<file path="config.mk">
export PLATFORM = sky130hd
export DESIGN_NAME = req_burst_cnt_flat
export DESIGN_NICKNAME = d
export VERILOG_FILES = /design/src/hdl/strip_ctrl_pkg.sv /design/src/hdl/strip_if.sv /design/src/hdl/req_burst_cnt.sv /design/src/flat_wrapper.sv
export SDC_FILE = /design/constraint.sdc
export NUM_CORES = 1
export LEC_CHECK = 0
export BUFFER_PORTS_ARGS = -buffer_cell sky130_fd_sc_hd__clkbuf_2
export CAP_MARGIN = 20
export CORE_AREA = 3 3 40 42
export DETAILED_ROUTE_END_ITERATION = 10
export DIE_AREA = 0 0 43 45
export HOLD_SLACK_MARGIN = 0.15
export PLACE_DENSITY = 0.65
export SYNTH_ARGS = -nofsm -noshare
export SYNTH_HDL_FRONTEND = slang
export SYNTH_SLANG_ARGS = --single-unit
</file>
<file path="constraint.sdc">
create_clock -name clk -period 1.5 [get_ports clk]
set_input_delay 0.15 -clock clk [delete_from_list [all_inputs] [get_ports clk]]
set_output_delay 0.15 -clock clk [all_outputs]
set_load 0.05 [all_outputs]
</file>
<file path="src/hdl/strip_ctrl_pkg.sv">
package strip_ctrl_pkg;

	// ============================================================
	// Memory port widths
	// ============================================================

	// Byte address on the memory application port
	typedef logic [27:0] app_addr_t;

	// One data word, which fills one beat on the memory port
	typedef logic [127:0] app_data_t;

	// Beats in a strip minus one, also used for beat counts and buffer indices
	typedef logic [5:0] burst_len_t;

	// Command code on app_cmd
	typedef logic [2:0] app_cmd_t;

	// Command encodings as the memory core defines them
	localparam app_cmd_t CMD_WRITE = 3'd0;
	localparam app_cmd_t CMD_READ = 3'd1;

	// Address step between two consecutive beats of a strip
	localparam app_addr_t BEAT_BYTES = 28'd16;

	// Words held by the strip buffer, one per possible beat
	localparam int STRIP_DEPTH = 64;

	// ============================================================
	// Transfer state machine
	// ============================================================

	// The write path goes through WRITE_DATA1 and WRITE_DATA2,
	// the read path through READ_DATA0 and READ_DATA1
	typedef enum logic [3:0] {
		IDLE,
		PRESET1,
		PRESET2,
		PRESET3,
		WRITE_DATA1,
		WRITE_DATA2,
		READ_DATA0,
		READ_DATA1,
		DONE
	} strip_state_t;

endpackage
</file>
<file path="src/hdl/strip_if.sv">
`timescale 1ns/1ps

// Signals shared by the controller, the burst counter and the strip buffer
interface strip_if import strip_ctrl_pkg::*; ();

	// Current transfer state, owned by the controller
	strip_state_t state;

	// Length of the strip in flight, latched with the request
	burst_len_t burst_len;

	// High in every cycle where the memory takes a command (and its data word)
	logic beat_accept;

	// Index of the beat being issued
	burst_len_t burst_cnt;

	// Level that stays high while beats of the strip remain to be issued
	logic beats_left;

	// High once every word of a read strip has come back
	logic rd_all;

	modport ctrl (output state, output burst_len, output beat_accept,
		input burst_cnt, input beats_left, input rd_all);

	modport cnt (input state, input burst_len, input beat_accept,
		output burst_cnt, output beats_left);

	// The strip buffer reports when a read strip is complete
	modport buff (input state, input burst_len, input burst_cnt,
		input beat_accept, output rd_all);

endinterface

</file>
<file path="src/hdl/req_burst_cnt.sv">
`timescale 1ns/1ps

// Counts the accepted beats of the strip in flight
module req_burst_cnt import strip_ctrl_pkg::*; (
	input logic clk,
	strip_if.cnt sif
);

	// Set while the counter tracks an active strip
	logic armed;

	// ============================================================
	// Beat counting
	// ============================================================

	// IDLE clears the count, so every strip starts from beat zero.
	// The FSM itself comes out of reset in IDLE, which clears this block too
	always_ff @(posedge clk) begin
		if (sif.state == IDLE) begin
			sif.burst_cnt <= '0;
			armed <= 1'b0;
		end else begin
			case (sif.state)
				// Armed one cycle before the first beat can be issued
				PRESET3: begin
					armed <= 1'b1;
				end
				// Both issue states count the same way
				WRITE_DATA1, READ_DATA0: begin
					if (sif.beat_accept && armed) begin
						// Step to the next beat while the strip is not finished
						if (sif.burst_cnt != sif.burst_len) begin
							sif.burst_cnt <= sif.burst_cnt + 6'd1;
						end else begin
							// The accept of the final beat ends the strip.
							// The count stays on the last index
							armed <= 1'b0;
						end
					end
				end
				default: begin
				end
			endcase
		end
	end

	// Beats remain exactly as long as the counter is armed
	assign sif.beats_left = armed;

endmodule

</file>
<file path="src/flat_wrapper.sv">
// flat-port wrapper written by rule: the top's interface ports become plain ports
module req_burst_cnt_flat import strip_ctrl_pkg::*;
  (clk, sif_state, sif_burst_len, sif_beat_accept, sif_burst_cnt, sif_beats_left);
  strip_if sif_i ();
  input logic clk;
  input wire logic [$bits(sif_i.state)-1:0] sif_state;
  input wire logic [$bits(sif_i.burst_len)-1:0] sif_burst_len;
  input wire logic [$bits(sif_i.beat_accept)-1:0] sif_beat_accept;
  output wire logic [$bits(sif_i.burst_cnt)-1:0] sif_burst_cnt;
  output wire logic [$bits(sif_i.beats_left)-1:0] sif_beats_left;
  assign sif_i.state = sif_state;
  assign sif_i.burst_len = sif_burst_len;
  assign sif_i.beat_accept = sif_beat_accept;
  assign sif_burst_cnt = sif_i.burst_cnt;
  assign sif_beats_left = sif_i.beats_left;
  req_burst_cnt u_core (.clk(clk), .sif(sif_i));
endmodule
</file>
### Word-level counts from Yosys, hierarchy flattened

Index checks and enable logic that the tools add are counted.
Widths: inputs -> output; s select.

* add/subtract/negate cells: 1
* equality and inequality tests: 6
* multiplexer cells: 3
* reduce and logical (&&, ||, !) cells: 6

Operators by type and width (count)
* $eq 4x3->1 const B: 2
* $add 6x1->6 const B: 1
* $ne 6x6->1: 1
* $reduce_and 3->1: 2
* $eq 4x2->1 const B: 1
* $logic_not 4->1: 1
* $mux 1: 2
* $ne 2x1->1 const B: 1
* $ne 2x2->1 const B: 1
* $pmux 1 s2: 1
* $reduce_bool 2->1: 1
* $reduce_or 2->1: 1
* $logic_and 1x1->1: 1

* bits in registers: 7
* input bits: 12
* output and inout port bits: 7

### Logic depth before layout (Yosys ltp)

Gate-level depths: netlist of run 1.

* word-level depth: 4
* gate-level depth with buffers: 5
* mapped depth without buffers: 5

### Worst setup path before layout of run 1

No wires, ideal clock.

* kind: reg2reg
* from: register u_core.sif.burst_cnt[0]
* to: register u_core.sif.burst_cnt[4]
* arrival time: 1.670 ns
* path slack: -0.248 ns
* cell stages (with the launch flop): 6
* path buffers: 0
* period minus slack after synthesis: 1.748 ns
* cell sequence: dfxtp_1 -> xnor2_1 -> nand4_1 -> o311a_2 -> nand4_1 -> mux2i_1

* word-level cells in the longest chain between the ends: 2

RTL lines
* start, declared: RTL line strip_if.sv:28 `output burst_cnt, output beats_left);`
* start signal, assigned: RTL line req_burst_cnt.sv:33 `sif.burst_cnt <= sif.burst_cnt + 6'd1;`
* parallel branches: the longest is 2 deep, another holds $add 6x1->6

Several ways; the timed one is not identified.
A chain may end at the register's enable or synchronous reset.

### Worst setup path after layout of run 1

* from: register u_core.sif.burst_cnt[1]
* to: register u_core.sif.burst_cnt[2]

Same word-level chain as after synthesis.

==> results.json, run 1 <==
{
  "first_iter_violations": 1,
  "syn-instance-count": 45,
  "power.density_nw_per_um2": 766,
  "power_frac_comb_pct": 17.3,
  "grt.overflow.total": 0,
  "ios": 19,
  "peakVddDrop_mv": 0.321,
  "initial_core_util_pct": 32.3,
  "hold_ws_ns": 0.213,
  "rows": 13,
  "max_freq_mhz": 685,
  "synth.area.mux_share_pct": 9.64,
  "io_buffers": 18,
  "path_max_fanout": 5,
  "die_area_sq_um": 1940,
  "coreArea_sq_um": 1280,
  "synth_edf_count": 0,
  "drive_gt1_share_pct": 52.2,
  "hpwl_microns": 768,
  "pwr-share-clk_pct": 38.0,
  "finalSetupViolCount": 0,
  "period_share_pct": 97.3,
  "maxCapViolCount": 0,
  "seq_area_frac_synth_pct": 33.7,
  "cp.required_ns": 1.67,
  "regArea_sq_um": 155,
  "synth_top_family_by_area": "simple AND/OR/NAND/NOR gates",
  "htree_levels": 1,
  "grt.total_usage_pct": 10.9,
  "min_path_type": "in2reg",
  "netlist_area_sq_um": 415,
  "area_delta_synth_final_pct": 41.6,
  "nets": 81,
  "synth_seq_cells": 7,
  "wire_per_inst_microns": 12.1,
  "dr.pass1.iters": 2,
  "synth_flop_cell": "dfxtp_1",
  "hold_depth": 3,
  "leakage_nw": 0.267,
  "seqPwrFrac_pct": 44.7,
  "avgViaCountPerCell": 4.89,
  "layout_setup_ws_ns": 0.0398,
  "whs_endpoint": "u_core.sif.beats_left",
  "ctsLongestPathBuffers": 2,
  "grt_pass1_wl_microns": 1540,
  "antenna_found_initial": 0,
  "place.gp.congestion": 0.744,
  "dp_cells": 78,
  "die_y_microns": 45,
  "synth_area_leaders": "dfxtp_1 (34%), mux2i_1 (9.6%), xnor2_1 (8.4%)",
  "synth_compound_area_share_pct": 11.7,
  "clock_latency_ns": 0.25,
  "synth-async-reset-ratio_pct": 0,
  "ys_warn_count": 0,
  "status": "finished clean",
  "drt-total-wl_microns": 991,
  "crit_type": "reg2reg",
  "worstHoldStart": "sif_state[1]",
  "synth_top_area_share_pct": 33.7,
  "synthAdderAreaFrac_pct": 3.01,
  "path_clk_slew_ns": 0.06,
  "synthTopCellsByCount": "dfxtp_1 (7), nand2_1 (7), mux2i_1 (4), xnor2_1 (4), nand4_1 (3)",
  "nFillCells": 136,
  "finalMaxSlewViolations": 0,
  "grt_max_degree": 8,
  "grt_pass1_vias": 388,
  "critical_path_arrival_ns": 1.63,
  "cts_root_buf": "clkbuf_4",
  "numCtsBuffers": 3,
  "worstReg2RegEnd": "u_core.sif.burst_cnt[2]",
  "syn_area_per_cell_sq_um": 9.23,
  "slew_headroom_pct": 81.6,
  "tightest_slew_ns": 0.277,
  "vias": 401,
  "clock_sinks": 7,
  "swShare_pct": 29.0,
  "p_switching_mw": 0.131,
  "setup-tns-final_ns": 0,
  "p_int_mw": 0.320,
  "syn_nets": 58,
  "antenna_left": 0,
  "layout.cells.non_filler": 82,
  "endpoint_kind": "register",
  "hold_viol_final": 0,
  "drc": 0,
  "synth_area_leader_cell": "dfxtp_1",
  "ys_types": 24,
  "reg2reg_from": "u_core.sif.burst_cnt[1]",
  "layout_min_cycle_time_ns": 1.46,
  "n_antenna_cell": 0,
  "multi_input_area_sq_um": 289,
  "die_w_microns": 43,
  "clock_skew_ns": 0.00719,
  "synth-xor-area-share_pct": 14.5,
  "r2r_slack_ns": 0.04,
  "dp_worst_setup_slack_ns": 0.0383,
  "cts_tree": "done",
  "start_kind": "register",
  "rsz0062_at_grt": "true",
  "synthSimpleGateAreaFrac_pct": 26.5,
  "reg2reg_depth": 5
}
repair_timing:
| item | in CTS | in global routing |
|---|---|---|
| hold buffers | 0 | 0 |
| setup buffers | 0 | 0 |
| gates resized for setup | 0 | 2 |
| setup endpoints to repair | 0 | 3 |
logic make-up after synthesis:
kind of cell,count (synthesis)
flip-flops,7
AO/OA/AOI/OAI,7
adder cells (fa/ha/maj),1
multiplexers,4
AND/OR/NAND/NOR,19
XOR/XNOR,6
buffers and inverters,1
per-layer routing:
layer,wire length (microns),share of wire (%),vias up,track usage (%)
li1,-,-,207,-
met3,60,6.1,0,6.37
met2,505,51,13,19.8
met1,425,43,181,10.9
met4,0,0,0,1.81
met5,0,0,-,0
placed cells by master (no fill, tap or decap):
master and count:
or2_2 1, or3_1 1, nor2_1 1, clkinv_2 1
nand4_1 3, dfxtp_4 3, or4_1 1, a21boi_1 1
o31ai_1 1, and4bb_2 1, nand2b_1 1, nand3_1 1
o311a_4 1, buf_4 1, a211oi_1 1, nor3_2 1
clkbuf_4 3, clkbuf_2 18, o21ai_0 1, mux2i_1 4
xor2_2 2, ha_1 1, xnor2_1 4, a21oi_1 2
nor3b_1 1, dfxtp_2 3, dfxtp_1 1, nand2_1 7
power by group through the flow:
stage	Sequential (mW)	Clock (mW)	Combinational [mW]
3_3_place_gp	0.205	0	0.0755
6_report	0.201	0.171	0.0780
4_1_cts	0.201	0.181	0.0764
5_1_grt	0.203	0.190	0.0850
3_5_place_dp	0.205	0	0.0760
2_1_floorplan	0.226	0	0.0274
sequential cells by signal, summed over array words and instances (netlist names):
register / cells
u_core.sif.burst_cnt: 6
u_core.sif.beats_left: 1
worst max-delay path: stages, from the launching register on:
cell and delay [ns]:
dfxtp_4 0.36, xnor2_1 0.16, nand4_1 0.18, o311a_4 0.38, nand2_1 0.09, mux2i_1 0.21
per-stage QoR:
step / cell area, sq um / utilization [%] / total power [mW]
finish: 588 / 45.8 / 0.451
global route: 588 / 45.8 / 0.478
CTS: 571 / 44.4 / 0.459
detailed placement: 543 / 42.3 / 0.281
global placement: 543 / 42.3 / 0.281
floorplan: 430 / - / 0.253
worst max-delay path by stage:
stage                               to  depth (start not counted)  slack (ns)                    start
6_report       u_core.sif.burst_cnt[2]                          5        0.04  u_core.sif.burst_cnt[1]
5_1_grt        u_core.sif.burst_cnt[2]                          5       -0.02  u_core.sif.burst_cnt[0]
4_1_cts        u_core.sif.burst_cnt[2]                          5        0.02  u_core.sif.burst_cnt[1]
2_1_floorplan  u_core.sif.burst_cnt[4]                          5       -0.02  u_core.sif.burst_cnt[2]
3_3_place_gp   u_core.sif.burst_cnt[4]                          5        0.08  u_core.sif.burst_cnt[0]
3_5_place_dp   u_core.sif.burst_cnt[2]                          5        0.04  u_core.sif.burst_cnt[1]
cell type report:
cell class | count | area share (%)
timing repair buffer | 19 | 16.6
clock inverter | 1 | 0.851
tap | 15 | 3.19
multi-input combinational | 37 | 49.1
clock buffer | 3 | 3.83
sequential | 7 | 26.4
(Power assumes the default switching activity.)
==> run 2, diff against run 1 <==
--- a/config.mk
+++ b/config.mk
@@ -7,11 +7,11 @@
 export LEC_CHECK = 0
 export BUFFER_PORTS_ARGS = -buffer_cell sky130_fd_sc_hd__clkbuf_2
 export CAP_MARGIN = 20
-export CORE_AREA = 3 3 40 42
+export CORE_AREA = 10 10 47 49
+export CTS_CLUSTER_SIZE = 8
 export DETAILED_ROUTE_END_ITERATION = 10
-export DIE_AREA = 0 0 43 45
+export DIE_AREA = 0 0 57 59
 export HOLD_SLACK_MARGIN = 0.15
-export PLACE_DENSITY = 0.65
 export SYNTH_ARGS = -nofsm -noshare
 export SYNTH_HDL_FRONTEND = slang
 export SYNTH_SLANG_ARGS = --single-unit
==> run 2 against run 1 <==
Critical path depth is the same. Clock skew grew 0.00067 ns. Core utilization decreased by 1.7 points. Die area grew 74%. Largest power group unchanged. Highest routed layer is now met4.
==> results.json, run 2 (synthesized netlist as in run 1, its figures left out) <==
{
  "multi_input_area_sq_um": 312,
  "dr.pass1.iters": 4,
  "coreArea_sq_um": 1400,
  "clock_latency_ns": 0.26,
  "area_delta_synth_final_pct": 48.8,
  "cts_root_buf": "clkbuf_4",
  "htree_levels": 1,
  "grt_pass1_wl_microns": 1590,
  "drive_gt1_share_pct": 55.9,
  "layout_common_cells": "clkbuf_2 (18), nand2_1 (7), xnor2_2 (4), mux2i_1 (4)",
  "tightest_slew_ns": 0.282,
  "placed_area_sq_um": 544,
  "layout_min_cycle_time_ns": 1.44,
  "numCtsBuffers": 3,
  "antenna_left": 0,
  "ctsLongestPathBuffers": 2,
  "hold_viol_final": 0,
  "final_util_pct": 44.1,
  "hold_depth": 3,
  "finalSetupViolCount": 0,
  "grt.overflow.total": 0,
  "first_iter_violations": 10,
  "rsz0062_at_grt": "true",
  "layout_commonest_cell": "clkbuf_2",
  "initial_core_util_pct": 29.6,
  "hold_buffers": 0,
  "vias": 406,
  "peakVddDrop_mv": 0.459,
  "avgViaCountPerCell": 4.83,
  "ios": 19,
  "crit_type": "reg2reg",
  "regArea_sq_um": 155,
  "critical_path_arrival_ns": 1.62,
  "nFillCells": 142,
  "largest_reg_flops": 6,
  "path_clk_slew_ns": 0.06,
  "nets": 82,
  "path_max_fanout": 5,
  "period_share_pct": 96.0,
  "leakage_nw": 0.287,
  "cp.required_ns": 1.68,
  "clock_sinks": 7,
  "max_freq_mhz": 694,
  "endpoint_kind": "register",
  "slew_headroom_pct": 81.3,
  "drc": 0,
  "start_kind": "register",
  "rows": 14,
  "place.gp.congestion": 0.741,
  "drt-total-wl_microns": 1070,
  "cts_tree": "done",
  "finalMaxSlewViolations": 0,
  "top_register": "u_core.sif.burst_cnt",
  "final_area_sq_um": 618,
  "antenna_found_initial": 0,
  "clock_skew_ns": 0.00786,
  "die_w_microns": 57,
  "die_area_sq_um": 3360,
  "power.density_nw_per_um2": 764,
  "min_path_type": "in2reg",
  "grt_max_degree": 8,
  "reg2reg_depth": 5,
  "io_buffers": 18,
  "grt.total_usage_pct": 5.94,
  "status": "finished clean",
  "n_antenna_cell": 0,
  "maxCapViolCount": 0,
  "die_y_microns": 59,
  "wire_per_inst_microns": 12.7,
  "grt_pass1_vias": 378
}
run 2: worst paths after layout:
path	from	to	slack [ns]
max	u_core.sif.burst_cnt[5]	u_core.sif.burst_cnt[4]	0.06
min	sif_state[1]	u_core.sif.beats_left	0.20
max reg2reg	u_core.sif.burst_cnt[5]	u_core.sif.burst_cnt[4]	0.06
min reg2reg	u_core.sif.burst_cnt[5]	u_core.sif.burst_cnt[5]	0.50
run 2: metal layers:
layer,wire length [microns],vias to the layer above,GRT usage (%)
met5,0,-,0
met2,467,13,7.44
met3,94,4,3.86
li1,-,214,-
met1,488,175,7.43
met4,19,0,3.02
run 2: repair_timing:
| action | CTS | global route |
|---|---|---|
| gates resized for setup | 0 | 5 |
| endpoints found under the hold margin | 0 | 0 |
| buffers inserted | 0 | 1 |
| setup endpoints to repair | 0 | 2 |
run 2: report_power, final:
| group | internal (mW) | switching (mW) |
|---|---|---|
| clock network | 0.102 | 0.0769 |
| registers | 0.191 | 0.0116 |
| logic | 0.0411 | 0.0497 |
| total | 0.334 | 0.138 |
run 2: stage by stage:
stage	setup TNS, ns	instances	setup slack (ns)	hold slack (ns)	total power, mW
after detailed placement	0	79	0.0557	0.474	0.281
after CTS	0	83	0.0293	0.203	0.459
final	0	84	0.0596	0.198	0.472
after floorplan	-0.0169	45	-0.0169	0.350	0.253
after global routing	-0.0410	84	-0.0302	0.232	0.501
after global placement	0	79	0.0490	0.473	0.282
run 2: layout make-up:
type                            instances  area share (%)
Multi-Input combinational cell         37            50.4
Tap cell                               16            3.24
Sequential cell                         7            25.1
Timing Repair Buffer                   20            17.0
Clock buffer                            4            4.25
run 2: worst max-delay path: stages (launching register included):
cell and delay [ns]:
dfxtp_2 0.34, xnor2_2 0.14, nand4_1 0.18, o311a_4 0.42, nand4_1 0.09, mux2i_1 0.18
