==> config.mk <==
export PLATFORM = sky130hd
export DESIGN_NAME = strip_ctrl_fsm_flat
export DESIGN_NICKNAME = d
export VERILOG_FILES = /design/src/hdl/strip_ctrl_pkg.sv /design/src/hdl/strip_if.sv /design/src/hdl/strip_ctrl_fsm.sv /design/src/flat_wrapper.sv
export SDC_FILE = /design/constraint.sdc
export NUM_CORES = 1
export LEC_CHECK = 0
export ABC_AREA = 0
export BUFFER_PORTS_ARGS = -buffer_cell sky130_fd_sc_hd__buf_4
export CORE_ASPECT_RATIO = 0.9
export CORE_MARGIN = 2
export CORE_UTILIZATION = 45
export CTS_CLUSTER_SIZE = 8
export DETAILED_ROUTE_END_ITERATION = 7
export PLACE_DENSITY = 0.81
export REMOVE_ABC_BUFFERS = 1
export SLEW_MARGIN = 20
export SYNTH_ARGS = -nofsm -noshare
export SYNTH_HDL_FRONTEND = slang
export SYNTH_SLANG_ARGS = --single-unit
==> constraint.sdc <==
create_clock -name clk -period 4.5 [get_ports clk]
set_input_delay 1.35 -clock clk [delete_from_list [all_inputs] [get_ports clk]]
set_output_delay 1.35 -clock clk [all_outputs]
set_load 0.02 [all_outputs]
==> src/hdl/strip_ctrl_pkg.sv <==
package strip_ctrl_pkg;

	// ============================================================
	// Memory port widths
	// ============================================================

	// Byte address on the memory application port
	typedef logic [27:0] app_addr_t;

	// One data word, which fills one beat on the memory port
	typedef logic [127:0] app_data_t;

	// Beats in a strip minus one, also used for beat counts and buffer indices
	typedef logic [5:0] burst_len_t;

	// Command code on app_cmd
	typedef logic [2:0] app_cmd_t;

	// Command encodings as the memory core defines them
	localparam app_cmd_t CMD_WRITE = 3'd0;
	localparam app_cmd_t CMD_READ = 3'd1;

	// Address step between two consecutive beats of a strip
	localparam app_addr_t BEAT_BYTES = 28'd16;

	// Words held by the strip buffer, one per possible beat
	localparam int STRIP_DEPTH = 64;

	// ============================================================
	// Transfer state machine
	// ============================================================

	// The write path goes through WRITE_DATA1 and WRITE_DATA2,
	// the read path through READ_DATA0 and READ_DATA1
	typedef enum logic [3:0] {
		IDLE,
		PRESET1,
		PRESET2,
		PRESET3,
		WRITE_DATA1,
		WRITE_DATA2,
		READ_DATA0,
		READ_DATA1,
		DONE
	} strip_state_t;

endpackage
==> src/hdl/strip_if.sv <==
`timescale 1ns/1ps

// Signals shared by the controller, the burst counter and the strip buffer
interface strip_if import strip_ctrl_pkg::*; ();

	// Current transfer state, owned by the controller
	strip_state_t state;

	// Length of the strip in flight, latched with the request
	burst_len_t burst_len;

	// High in every cycle where the memory takes a command (and its data word)
	logic beat_accept;

	// Index of the beat being issued
	burst_len_t burst_cnt;

	// Level that stays high while beats of the strip remain to be issued
	logic beats_left;

	// High once every word of a read strip has come back
	logic rd_all;

	modport ctrl (output state, output burst_len, output beat_accept,
		input burst_cnt, input beats_left, input rd_all);

	modport cnt (input state, input burst_len, input beat_accept,
		output burst_cnt, output beats_left);

	// The strip buffer reports when a read strip is complete
	modport buff (input state, input burst_len, input burst_cnt,
		input beat_accept, output rd_all);

endinterface

==> src/hdl/strip_ctrl_fsm.sv <==
`timescale 1ns/1ps

// Strip state machine that drives the memory command port
module strip_ctrl_fsm import strip_ctrl_pkg::*; (
	input logic clk,
	input logic reset,
	strip_if.ctrl sif,
	input logic req,
	input logic we,
	input app_addr_t adr,
	input burst_len_t len,
	output logic done,
	output logic app_en,
	output logic app_wdf_wren,
	output logic app_wdf_end,
	output app_cmd_t app_cmd,
	output app_addr_t app_addr,
	input logic app_rdy,
	input logic app_wdf_rdy
);

	strip_state_t state;
	strip_state_t state_nxt;

	// Direction of the strip in flight, high for a write
	logic wr_strip;

	// A beat is offered to the memory in this cycle
	logic issue;

	assign sif.state = state;

	// ============================================================
	// State register and next-state logic
	// ============================================================

	always_ff @(posedge clk) begin
		if (reset) begin
			state <= IDLE;
		end else begin
			state <= state_nxt;
		end
	end

	always_comb begin
		state_nxt = state;
		case (state)
			IDLE: begin
				if (req) begin
					state_nxt = PRESET1;
				end
			end
			PRESET1: state_nxt = PRESET2;
			PRESET2: state_nxt = PRESET3;
			// Branch to the write or read path
			PRESET3: state_nxt = wr_strip ? WRITE_DATA1 : READ_DATA0;
			WRITE_DATA1: begin
				if (!sif.beats_left) begin
					state_nxt = WRITE_DATA2;
				end
			end
			WRITE_DATA2: state_nxt = DONE;
			READ_DATA0: begin
				if (!sif.beats_left) begin
					state_nxt = READ_DATA1;
				end
			end
			// Read latency varies, so wait until the buffer has every word
			READ_DATA1: begin
				if (sif.rd_all) begin
					state_nxt = DONE;
				end
			end
			DONE: state_nxt = IDLE;
			default: state_nxt = IDLE;
		endcase
	end

	// ============================================================
	// Request capture and address stepping
	// ============================================================

	// The request fields are taken on the req edge, so they hold from PRESET1 on.
	// The address then moves one beat forward on each accept
	always_ff @(posedge clk) begin
		if (state == IDLE && req) begin
			wr_strip <= we;
			sif.burst_len <= len;
			app_addr <= adr;
		end else if (sif.beat_accept) begin
			app_addr <= app_addr + BEAT_BYTES;
		end
	end

	// ============================================================
	// Memory command port
	// ============================================================

	// Command and data stay put under back-pressure since nothing
	// here changes until the beat is accepted
	assign issue = ((state == WRITE_DATA1) || (state == READ_DATA0)) && sif.beats_left;
	assign app_en = issue;
	assign app_wdf_wren = issue && (state == WRITE_DATA1);

	// One word fills one beat, so every write word is also the last of its burst
	assign app_wdf_end = app_wdf_wren;
	assign app_cmd = wr_strip ? CMD_WRITE : CMD_READ;

	// A write beat needs the data FIFO ready in the same cycle as the command
	assign sif.beat_accept = app_en && app_rdy && (!app_wdf_wren || app_wdf_rdy);

	assign done = (state == DONE);

endmodule

==> src/flat_wrapper.sv <==
// flat-port wrapper written by rule: the top's interface ports become plain ports
module strip_ctrl_fsm_flat import strip_ctrl_pkg::*;
  (clk, reset, req, we, adr, len, done, app_en, app_wdf_wren, app_wdf_end, app_cmd, app_addr, app_rdy, app_wdf_rdy, sif_state, sif_burst_len, sif_beat_accept, sif_burst_cnt, sif_beats_left, sif_rd_all);
  strip_if sif_i ();
  input logic clk;
  input logic reset;
  input logic req;
  input logic we;
  input app_addr_t adr;
  input burst_len_t len;
  output logic done;
  output logic app_en;
  output logic app_wdf_wren;
  output logic app_wdf_end;
  output app_cmd_t app_cmd;
  output app_addr_t app_addr;
  input logic app_rdy;
  input logic app_wdf_rdy;
  output wire logic [$bits(sif_i.state)-1:0] sif_state;
  output wire logic [$bits(sif_i.burst_len)-1:0] sif_burst_len;
  output wire logic [$bits(sif_i.beat_accept)-1:0] sif_beat_accept;
  input wire logic [$bits(sif_i.burst_cnt)-1:0] sif_burst_cnt;
  input wire logic [$bits(sif_i.beats_left)-1:0] sif_beats_left;
  input wire logic [$bits(sif_i.rd_all)-1:0] sif_rd_all;
  assign sif_state = sif_i.state;
  assign sif_burst_len = sif_i.burst_len;
  assign sif_beat_accept = sif_i.beat_accept;
  assign sif_i.burst_cnt = sif_burst_cnt;
  assign sif_i.beats_left = sif_beats_left;
  assign sif_i.rd_all = sif_rd_all;
  strip_ctrl_fsm u_core (.clk(clk), .reset(reset), .sif(sif_i), .req(req), .we(we), .adr(adr), .len(len), .done(done), .app_en(app_en), .app_wdf_wren(app_wdf_wren), .app_wdf_end(app_wdf_end), .app_cmd(app_cmd), .app_addr(app_addr), .app_rdy(app_rdy), .app_wdf_rdy(app_wdf_rdy));
endmodule
* After elaboration in Yosys (flattened, before gate mapping) *
Cells that the tools add are included.

cells by class
  add/sub/neg operators = 1
  multipliers = 0
  divide/modulo/power cells = 0
  $lt $le $gt $ge = 0
  equal/unequal tests = 12
  shift-type cells = 0
  muxes and demuxes = 9
  bitwise logic cells = 0
  reductions and logical operators = 11

operators with widths
  cell                                                  number
  two-way mux 28 bit                                    2
  one-hot mux 4 bit (8 select lines)                    1
  adder 28 x 5 -> 28 bit (second input constant)        1
  equality test 4 x 3 -> 1 bit (second input constant)  4
  two-way mux 4 bit                                     4
  equality test 4 x 2 -> 1 bit (second input constant)  2
  inequality test 2 bit (second input constant)         4
  logical AND 1 bit                                     5
  equality test 4 x 1 -> 1 bit (second input constant)  1
  equality test 4 bit (second input constant)           1
  logical NOT 4 bit                                     1
  AND reduction 4 bit                                   1
  logical OR 1 bit                                      2
  two-way mux 2 bit                                     1
  nonzero test 2 bit                                    1
  logical NOT 1 bit                                     1
  two-way mux 1 bit                                     1

storage, ports and cells
  register bits = 39
  latch bits = 0
  RAM bits = 0
  bits in read-only memories = 0
  output and inout port bits = 46
  logic and storage cells = 37
  memories = 0

* Depth between registers and ports, before layout *
Gate-level depths: netlist (run 1).

  depth after elaboration = 9
  mapped depth = 7
  gate-level depth less buffers = 5

* Worst setup path after synthesis (run 1) *
OpenSTA, ideal clock, no wires.

  kind = input -> register
  from = input port sif_beats_left
  to = register u_core.app_addr[10] (enable)
  data arrival time = 3336 ps
  path slack = 726 ps
  stages on the path = 2
  buffers on the path = 0
  path through = nand4bb_1 -> o21ai_0

between the ends
  cells in the longest elaborated chain, start to end = 6

ends and longest elaborated chain
  item                                   RTL line               source
  start, declared                        flat_wrapper.sv:23     input wire logic [$bits(sif_i.beats_left)-1:0] sif_beats_left;
  logical AND 1 bit *                    strip_ctrl_fsm.sv:101  assign issue = ((state == WRITE_DATA1) || (state == READ_DATA0)) && sif.beats_left;
  logical AND 1 bit                      strip_ctrl_fsm.sv:103  assign app_wdf_wren = issue && (state == WRITE_DATA1);
  logical NOT 1 bit                      strip_ctrl_fsm.sv:110  assign sif.beat_accept = app_en && app_rdy && (!app_wdf_wren || app_wdf_rdy);
  logical OR 1 bit                       strip_ctrl_fsm.sv:110
  logical AND 1 bit *                    strip_ctrl_fsm.sv:110
  nonzero test 2 bit (no source line) *  --
  end signal, assigned                   strip_ctrl_fsm.sv:89   app_addr <= adr;
  end signal, assigned                   strip_ctrl_fsm.sv:91   app_addr <= app_addr + BEAT_BYTES;
  end, declared                          strip_ctrl_fsm.sv:17   output app_addr_t app_addr,

Mark *: on every way between the ends. The rest lies on a longest branch, timed or not.
A chain may end at the register's enable or synchronous reset.

* Worst setup path in the final report (run 1) *
  from = input port sif_beats_left
  to = output port app_wdf_end

between the ends
  cells in the longest elaborated chain, start to end = 2

ends and longest elaborated chain
  item               RTL line               source
  logical AND 1 bit  strip_ctrl_fsm.sv:101
  logical AND 1 bit  strip_ctrl_fsm.sv:103
  end, declared      flat_wrapper.sv:14     output logic app_wdf_end;

No other way between the ends.

==> flow_summary.toml, run 1 <==
[drt]
avgViaCountPerCell = 5.19
drt_first_pass_iters = 4
wl_um = 4680
wl_per_cell_um = 13.4
dr_wl_met2_um = 2340
dr_total_vias = 1810
wl_met3_um = 399
ant_nets = 0
maxUsedRoutingLayer = "met4"
drt-initial-drc-count = 43
met1_length_um = 1880
drc = 0

[clock_tree]
cts_tree = "yes"
numCtsBuffers = 5
hold_buffers = 0
cts_root_buffer = "clkbuf_8"
insertion_delay_ns = 0.29
clock_path_buffers = 2
clk_pin_slew_ns = 0.07
cts_max_level = 2
ctsResizeCount = 0
cts_sinks = 39
post_cts_buffers = 0

[global_routing]
grt_pass1_wl_um = 7130
grt_util_all_layers_pct = 18.4
grt_pass1_vias = 1649
grt_max_degree = 40
grt.overflow.total = 0
antenna_found_initial = 0

[placement]
port_buffers = 85
gp_congestion = 0.786
pre_cts_slack_ns = 1.09
dpl.hpwl_um = 3420
placed_area_mm2 = 0.00276

[setup_path]
worst-setup-path-type = "input pin to primary output"
crit_required_ns = 3.15
worstPathArrival_ns = 2.07
critPathLaunchType = "input pin"
worstPathMaxFanout = 6
end_kind = "primary output"

[power]
p_clk_share_pct = 20.1
ir_worst_vdd_mv = 0.322
pwr-share-comb_pct = 35.9
p_seq_share_pct = 44.0
powerDensity_mw_per_mm2 = 485
total_power_w = 0.00139
internal_power_w = 0.000899
p_leak_nw = 1.14
p_sw_w = 0.000491
sw_frac_of_total_pct = 35.3

[worst_hold_path]
hp-class = "flop to flop"

[timing]
setup_tns_ns = 0
skew_ns = 0.00321
final_max_slew_viol_count = 0
rsz0062_at_grt = "false"
finalCritPeriodShare_pct = 76.0
final-setup-viol-count = 0
setup_ws_ns = 1.08
hold_viol = 0
hold_ws_ns = 0.596
worst_pin_slew_ns = 0.898
period_needed_ns = 3.42
clock.fmax_mhz = 292
slew_headroom_pct = 39.7

[yosys]
syn_avg_cell_area_um2 = 10.2
yosys_warnings = 0
synth_area_mm2 = 0.00209
synth.distinct_cells = 39
async_flop_share_pct = 0
yosysSeqAreaShare_pct = 54.1
ys_seq_elements = 39
netlist_instances = 205
synth_flop_cell = "edfxtp_1"
synth-edff-count = 35

[floorplan]
die_width_um = 75.9
rows = 23
die_area_mm2 = 0.00521
design.portCount = 94
coreArea_mm2 = 0.00446
start_util_pct = 46.9
die_h_um = 68.7

[layout]
final_cell_mix = "buf_4, edfxtp_1, nand2_1, o21ai_0, nor2_1"
fin_nets = 335
mostFrequentLayoutCell = "buf_4"
multi_input_comb_area_um2 = 870
drive_gt1_share_pct = 35.5
n_fill_cell = 385
final_area_mm2 = 0.00287
area_growth_pct = 37.0
num_antenna_cells = 0
ff_latch_area_mm2 = 0.00113

[flow_run]
drv_cap = 0

[run_status]
status = "complete, no violations"
## cell families (layout without fill, tap and decap cells)
group | Yosys count | count (layout) | share of synthesized area, %
adder cells (fa/ha/maj) | 1 | 1 | 0.598
other | 1 | 2 | 0.179
AND/OR/NAND/NOR | 89 | 89 | 23.0
buffers and inverters | 20 | 101 | 4.67
flip-flops | 39 | 39 | 54.1
XOR/XNOR | 14 | 14 | 5.86
multiplexers | 1 | 1 | 0.539
AO/OA/AOI/OAI | 40 | 40 | 11.1
## synthesized netlist by cell type (2+ instances only)
cell type,number,share of area (%)
edfxtp_1,35,50
nand2_1,27,4.8
o21ai_0,22,5.3
nor2_1,14,2.5
a31oi_1,8,2.4
clkbuf_1,8,1.4
nand4_1,8,2.4
xnor2_1,8,3.4
and2_1,7,2.1
nand3_1,7,1.7
or3_1,6,1.8
xor2_1,6,2.5
inv_1,5,0.90
and3_1,4,1.2
dfxtp_1,4,3.8
a21oi_1,3,0.72
and4_1,3,1.3
buf_4,3,1.1
a2111oi_0,2,0.84
a211oi_1,2,0.72
buf_2,2,0.48
nand3b_1,2,0.72
nor3_1,2,0.48
or4_1,2,0.72
## layer usage
| metal | vias up | GRT usage [%] |
|---|---|---|
| met5 | - | 0 |
| met4 | 0 | 6.58 |
| met3 | 7 | 6.54 |
| met2 | 65 | 31.7 |
| met1 | 829 | 21.1 |
| li1 | 909 | - |
## layout make-up
type	instances	area share (%)
Tap cell	62	2.71
Multi-Input combinational cell	147	30.3
Clock buffer	5	2.40
Inverter	5	0.655
Timing Repair Buffer	88	23.1
Clock inverter	3	1.35
Sequential cell	39	39.5
## path summary, 6_finish.rpt
kind	startpoint	endpoint	slack (ns)	cells past startpoint
max reg2reg	u_core.sif.state[0]$_SDFFE_PP0P_	u_core.app_addr[1]$_DFFE_PP_	2.03	5
min reg2reg	u_core.sif.state[2]$_SDFFE_PP0P_	u_core.sif.state[3]$_SDFFE_PP0P_	0.60	2
max	sif_beats_left	app_wdf_end	1.08	4
min	u_core.sif.state[2]$_SDFFE_PP0P_	u_core.sif.state[3]$_SDFFE_PP0P_	0.60	2
## critical path, cell delays in order
cell and delay, ns:
buf_4 0.08, nand4bb_1 0.26, nor2_1 0.21, buf_4 0.17
## power groups by stage
stage          combinational [W]  sequential, W  clock [W]
6_report                0.000498       0.000612   0.000279
5_1_grt                 0.000553       0.000626   0.000298
4_1_cts                 0.000505       0.000612   0.000284
3_5_place_dp            0.000502       0.000619          0
3_3_place_gp            0.000492       0.000613          0
2_1_floorplan           0.000201       0.000697          0
## registers in the layout, summed over array words and instances, names as in the netlist
name and count:
u_core.app_addr 28, u_core.sif.burst_len 6, u_core.wr_strip 1, u_core.sif.state 4
## per-stage QoR
stage	utilization (%)	std cells
2_1_floorplan	-	191
4_1_cts	64.2	349
5_1_grt	64.2	349
3_3_place_gp	61.8	341
6_report	64.2	349
3_5_place_dp	61.8	341
Note: power is estimated with default switching activity, not from simulation.
==> inputs of run 2 (changes only) <==
Settings changed: CORE_UTILIZATION 45 to 42, PLACE_DENSITY 0.81 to 0.79.
Clock period 4.5 ns to 2.8 ns, I/O delays scaled along.
==> run 2 against run 1 <==
Utilization down 5.4 points; non-clock buffer count is the same; worst setup slack got worse by 0.66 ns; final cell count is 0.86% higher; worst hold slack worse by 0.0012 ns.
==> flow_summary.toml, run 2 (synthesis results as in run 1) <==
[power]
p_sw_w = 0.000779
p_seq_share_pct = 45.9
internal_power_w = 0.00136
total_power_w = 0.00214
p_clk_share_pct = 16.5
powerDensity_mw_per_mm2 = 752
p_leak_nw = 1.13
pwr-share-comb_pct = 37.6
sw_frac_of_total_pct = 36.5
ir_worst_vdd_mv = 0.343

[setup_path]
crit_required_ns = 1.96
worstPathMaxFanout = 6
end_kind = "primary output"
critPathLaunchType = "input pin"
worst-setup-path-type = "input pin to primary output"
worstPathArrival_ns = 1.54

[clock_tree]
insertion_delay_ns = 0.28
hold_buffers = 0
cts_tree = "yes"
cts_max_level = 2
ctsResizeCount = 0
clk_pin_slew_ns = 0.07
cts_root_buffer = "clkbuf_8"
cts_sinks = 39
numCtsBuffers = 5
clock_path_buffers = 2
post_cts_buffers = 0

[layout]
fin_cells = 352
final_area_mm2 = 0.00284
largest_reg_flops = 28
fin_nets = 335
top_register = "u_core.app_addr"
drive_gt1_share_pct = 35.2
reg_top3 = "u_core.app_addr (28), u_core.sif.burst_len (6), u_core.sif.state (4)"
mostFrequentLayoutCell = "buf_4"
num_antenna_cells = 0
area_growth_pct = 36.0
final_cell_mix = "buf_4, edfxtp_1, nand2_1, o21ai_0, nor2_1"

[worst_hold_path]
hp-class = "flop to flop"

[global_routing]
grt_pass1_vias = 1675
grt_util_all_layers_pct = 17.2
grt_max_degree = 43
grt.overflow.total = 0
grt_pass1_wl_um = 7590
antenna_found_initial = 0

[drt]
ant_nets = 0
dr_total_vias = 1821
drt-initial-drc-count = 44
drc = 0
wl_per_cell_um = 13.2
avgViaCountPerCell = 5.17
drt_first_pass_iters = 4
wl_um = 4650

[floorplan]
design.portCount = 94
die_width_um = 78.4
rows = 24
die_h_um = 70.9
coreArea_mm2 = 0.00483
start_util_pct = 43.2
die_area_mm2 = 0.00556

[timing]
final-setup-viol-count = 0
finalCritPeriodShare_pct = 85.0
period_needed_ns = 2.38
rsz0062_at_grt = "false"
final_max_slew_viol_count = 0
hold_viol = 0
skew_ns = 0.00566
clock.fmax_mhz = 420

[flow_run]
drv_cap = 0

[placement]
dp.cells = 344
dpl.hpwl_um = 3460
port_buffers = 85
gp_congestion = 0.789
placed_area_mm2 = 0.00276

[run_status]
status = "complete, no violations"
-- run 2: cell types whose count changed in the layout (fill, tap and decap cells not counted) --
cell / previous run / this run
bufinv_16: 1 / 0
clkbuf_1: 0 / 2
clkinv_1: 2 / 0
inv_1: 4 / 5
-- run 2: per-stage QoR --
step	setup TNS (ns)	utilization [%]	hold slack [ns]	setup slack, ns
2_1_floorplan	-11.23	-	0.601	-0.468
3_3_place_gp	0	57.1	0.567	0.451
3_5_place_dp	0	57.1	0.584	0.422
4_1_cts	0	58.8	0.594	0.422
5_1_grt	0	58.8	0.639	0.329
6_report	0	58.8	0.595	0.419
-- run 2: layer usage --
layer	global-route usage, %	routed length [µm]
met1	20.1	1840
met2	29.9	2380
met3	6.76	408
met4	4.48	18
met5	0	0
-- run 2: power by group through the flow --
| stage | clock network (W) | registers, W | logic (W) |
|---|---|---|---|
| finish | 0.000353 | 0.000980 | 0.000804 |
| global route | 0.000389 | 0.00101 | 0.000883 |
| CTS | 0.000365 | 0.000981 | 0.000814 |
| detailed placement | 0 | 0.000993 | 0.000811 |
| global placement | 0 | 0.000982 | 0.000796 |
| floorplan | 0 | 0.00112 | 0.000324 |
-- run 2: final timing paths --
kind,from,endpoint,slack [ns],depth (start not counted)
worst min register to register,u_core.sif.state[2]$_SDFFE_PP0P_,u_core.sif.state[3]$_SDFFE_PP0P_,0.59,2
worst max-delay path,sif_beats_left,app_wdf_wren,0.42,4
worst max register to register,u_core.app_addr[4]$_DFFE_PP_,u_core.app_addr[26]$_DFFE_PP_,0.85,5
worst min-delay path,u_core.sif.state[2]$_SDFFE_PP0P_,u_core.sif.state[3]$_SDFFE_PP0P_,0.59,2
-- run 2: layout make-up --
cell class                 instances  area (µm²)
tap                               65        81.3
inverter                           5        18.8
clock buffer                       7        76.3
timing repair buffer              88         661
sequential                        39        1130
fill                             421        1990
multi-input combinational        147         870
clock inverter                     1        5.00
-- run 2: critical path, stage by stage --
cell	delay [ns]
buf_4	0.08
nand4bb_1	0.24
nor2_1	0.21
buf_4	0.17
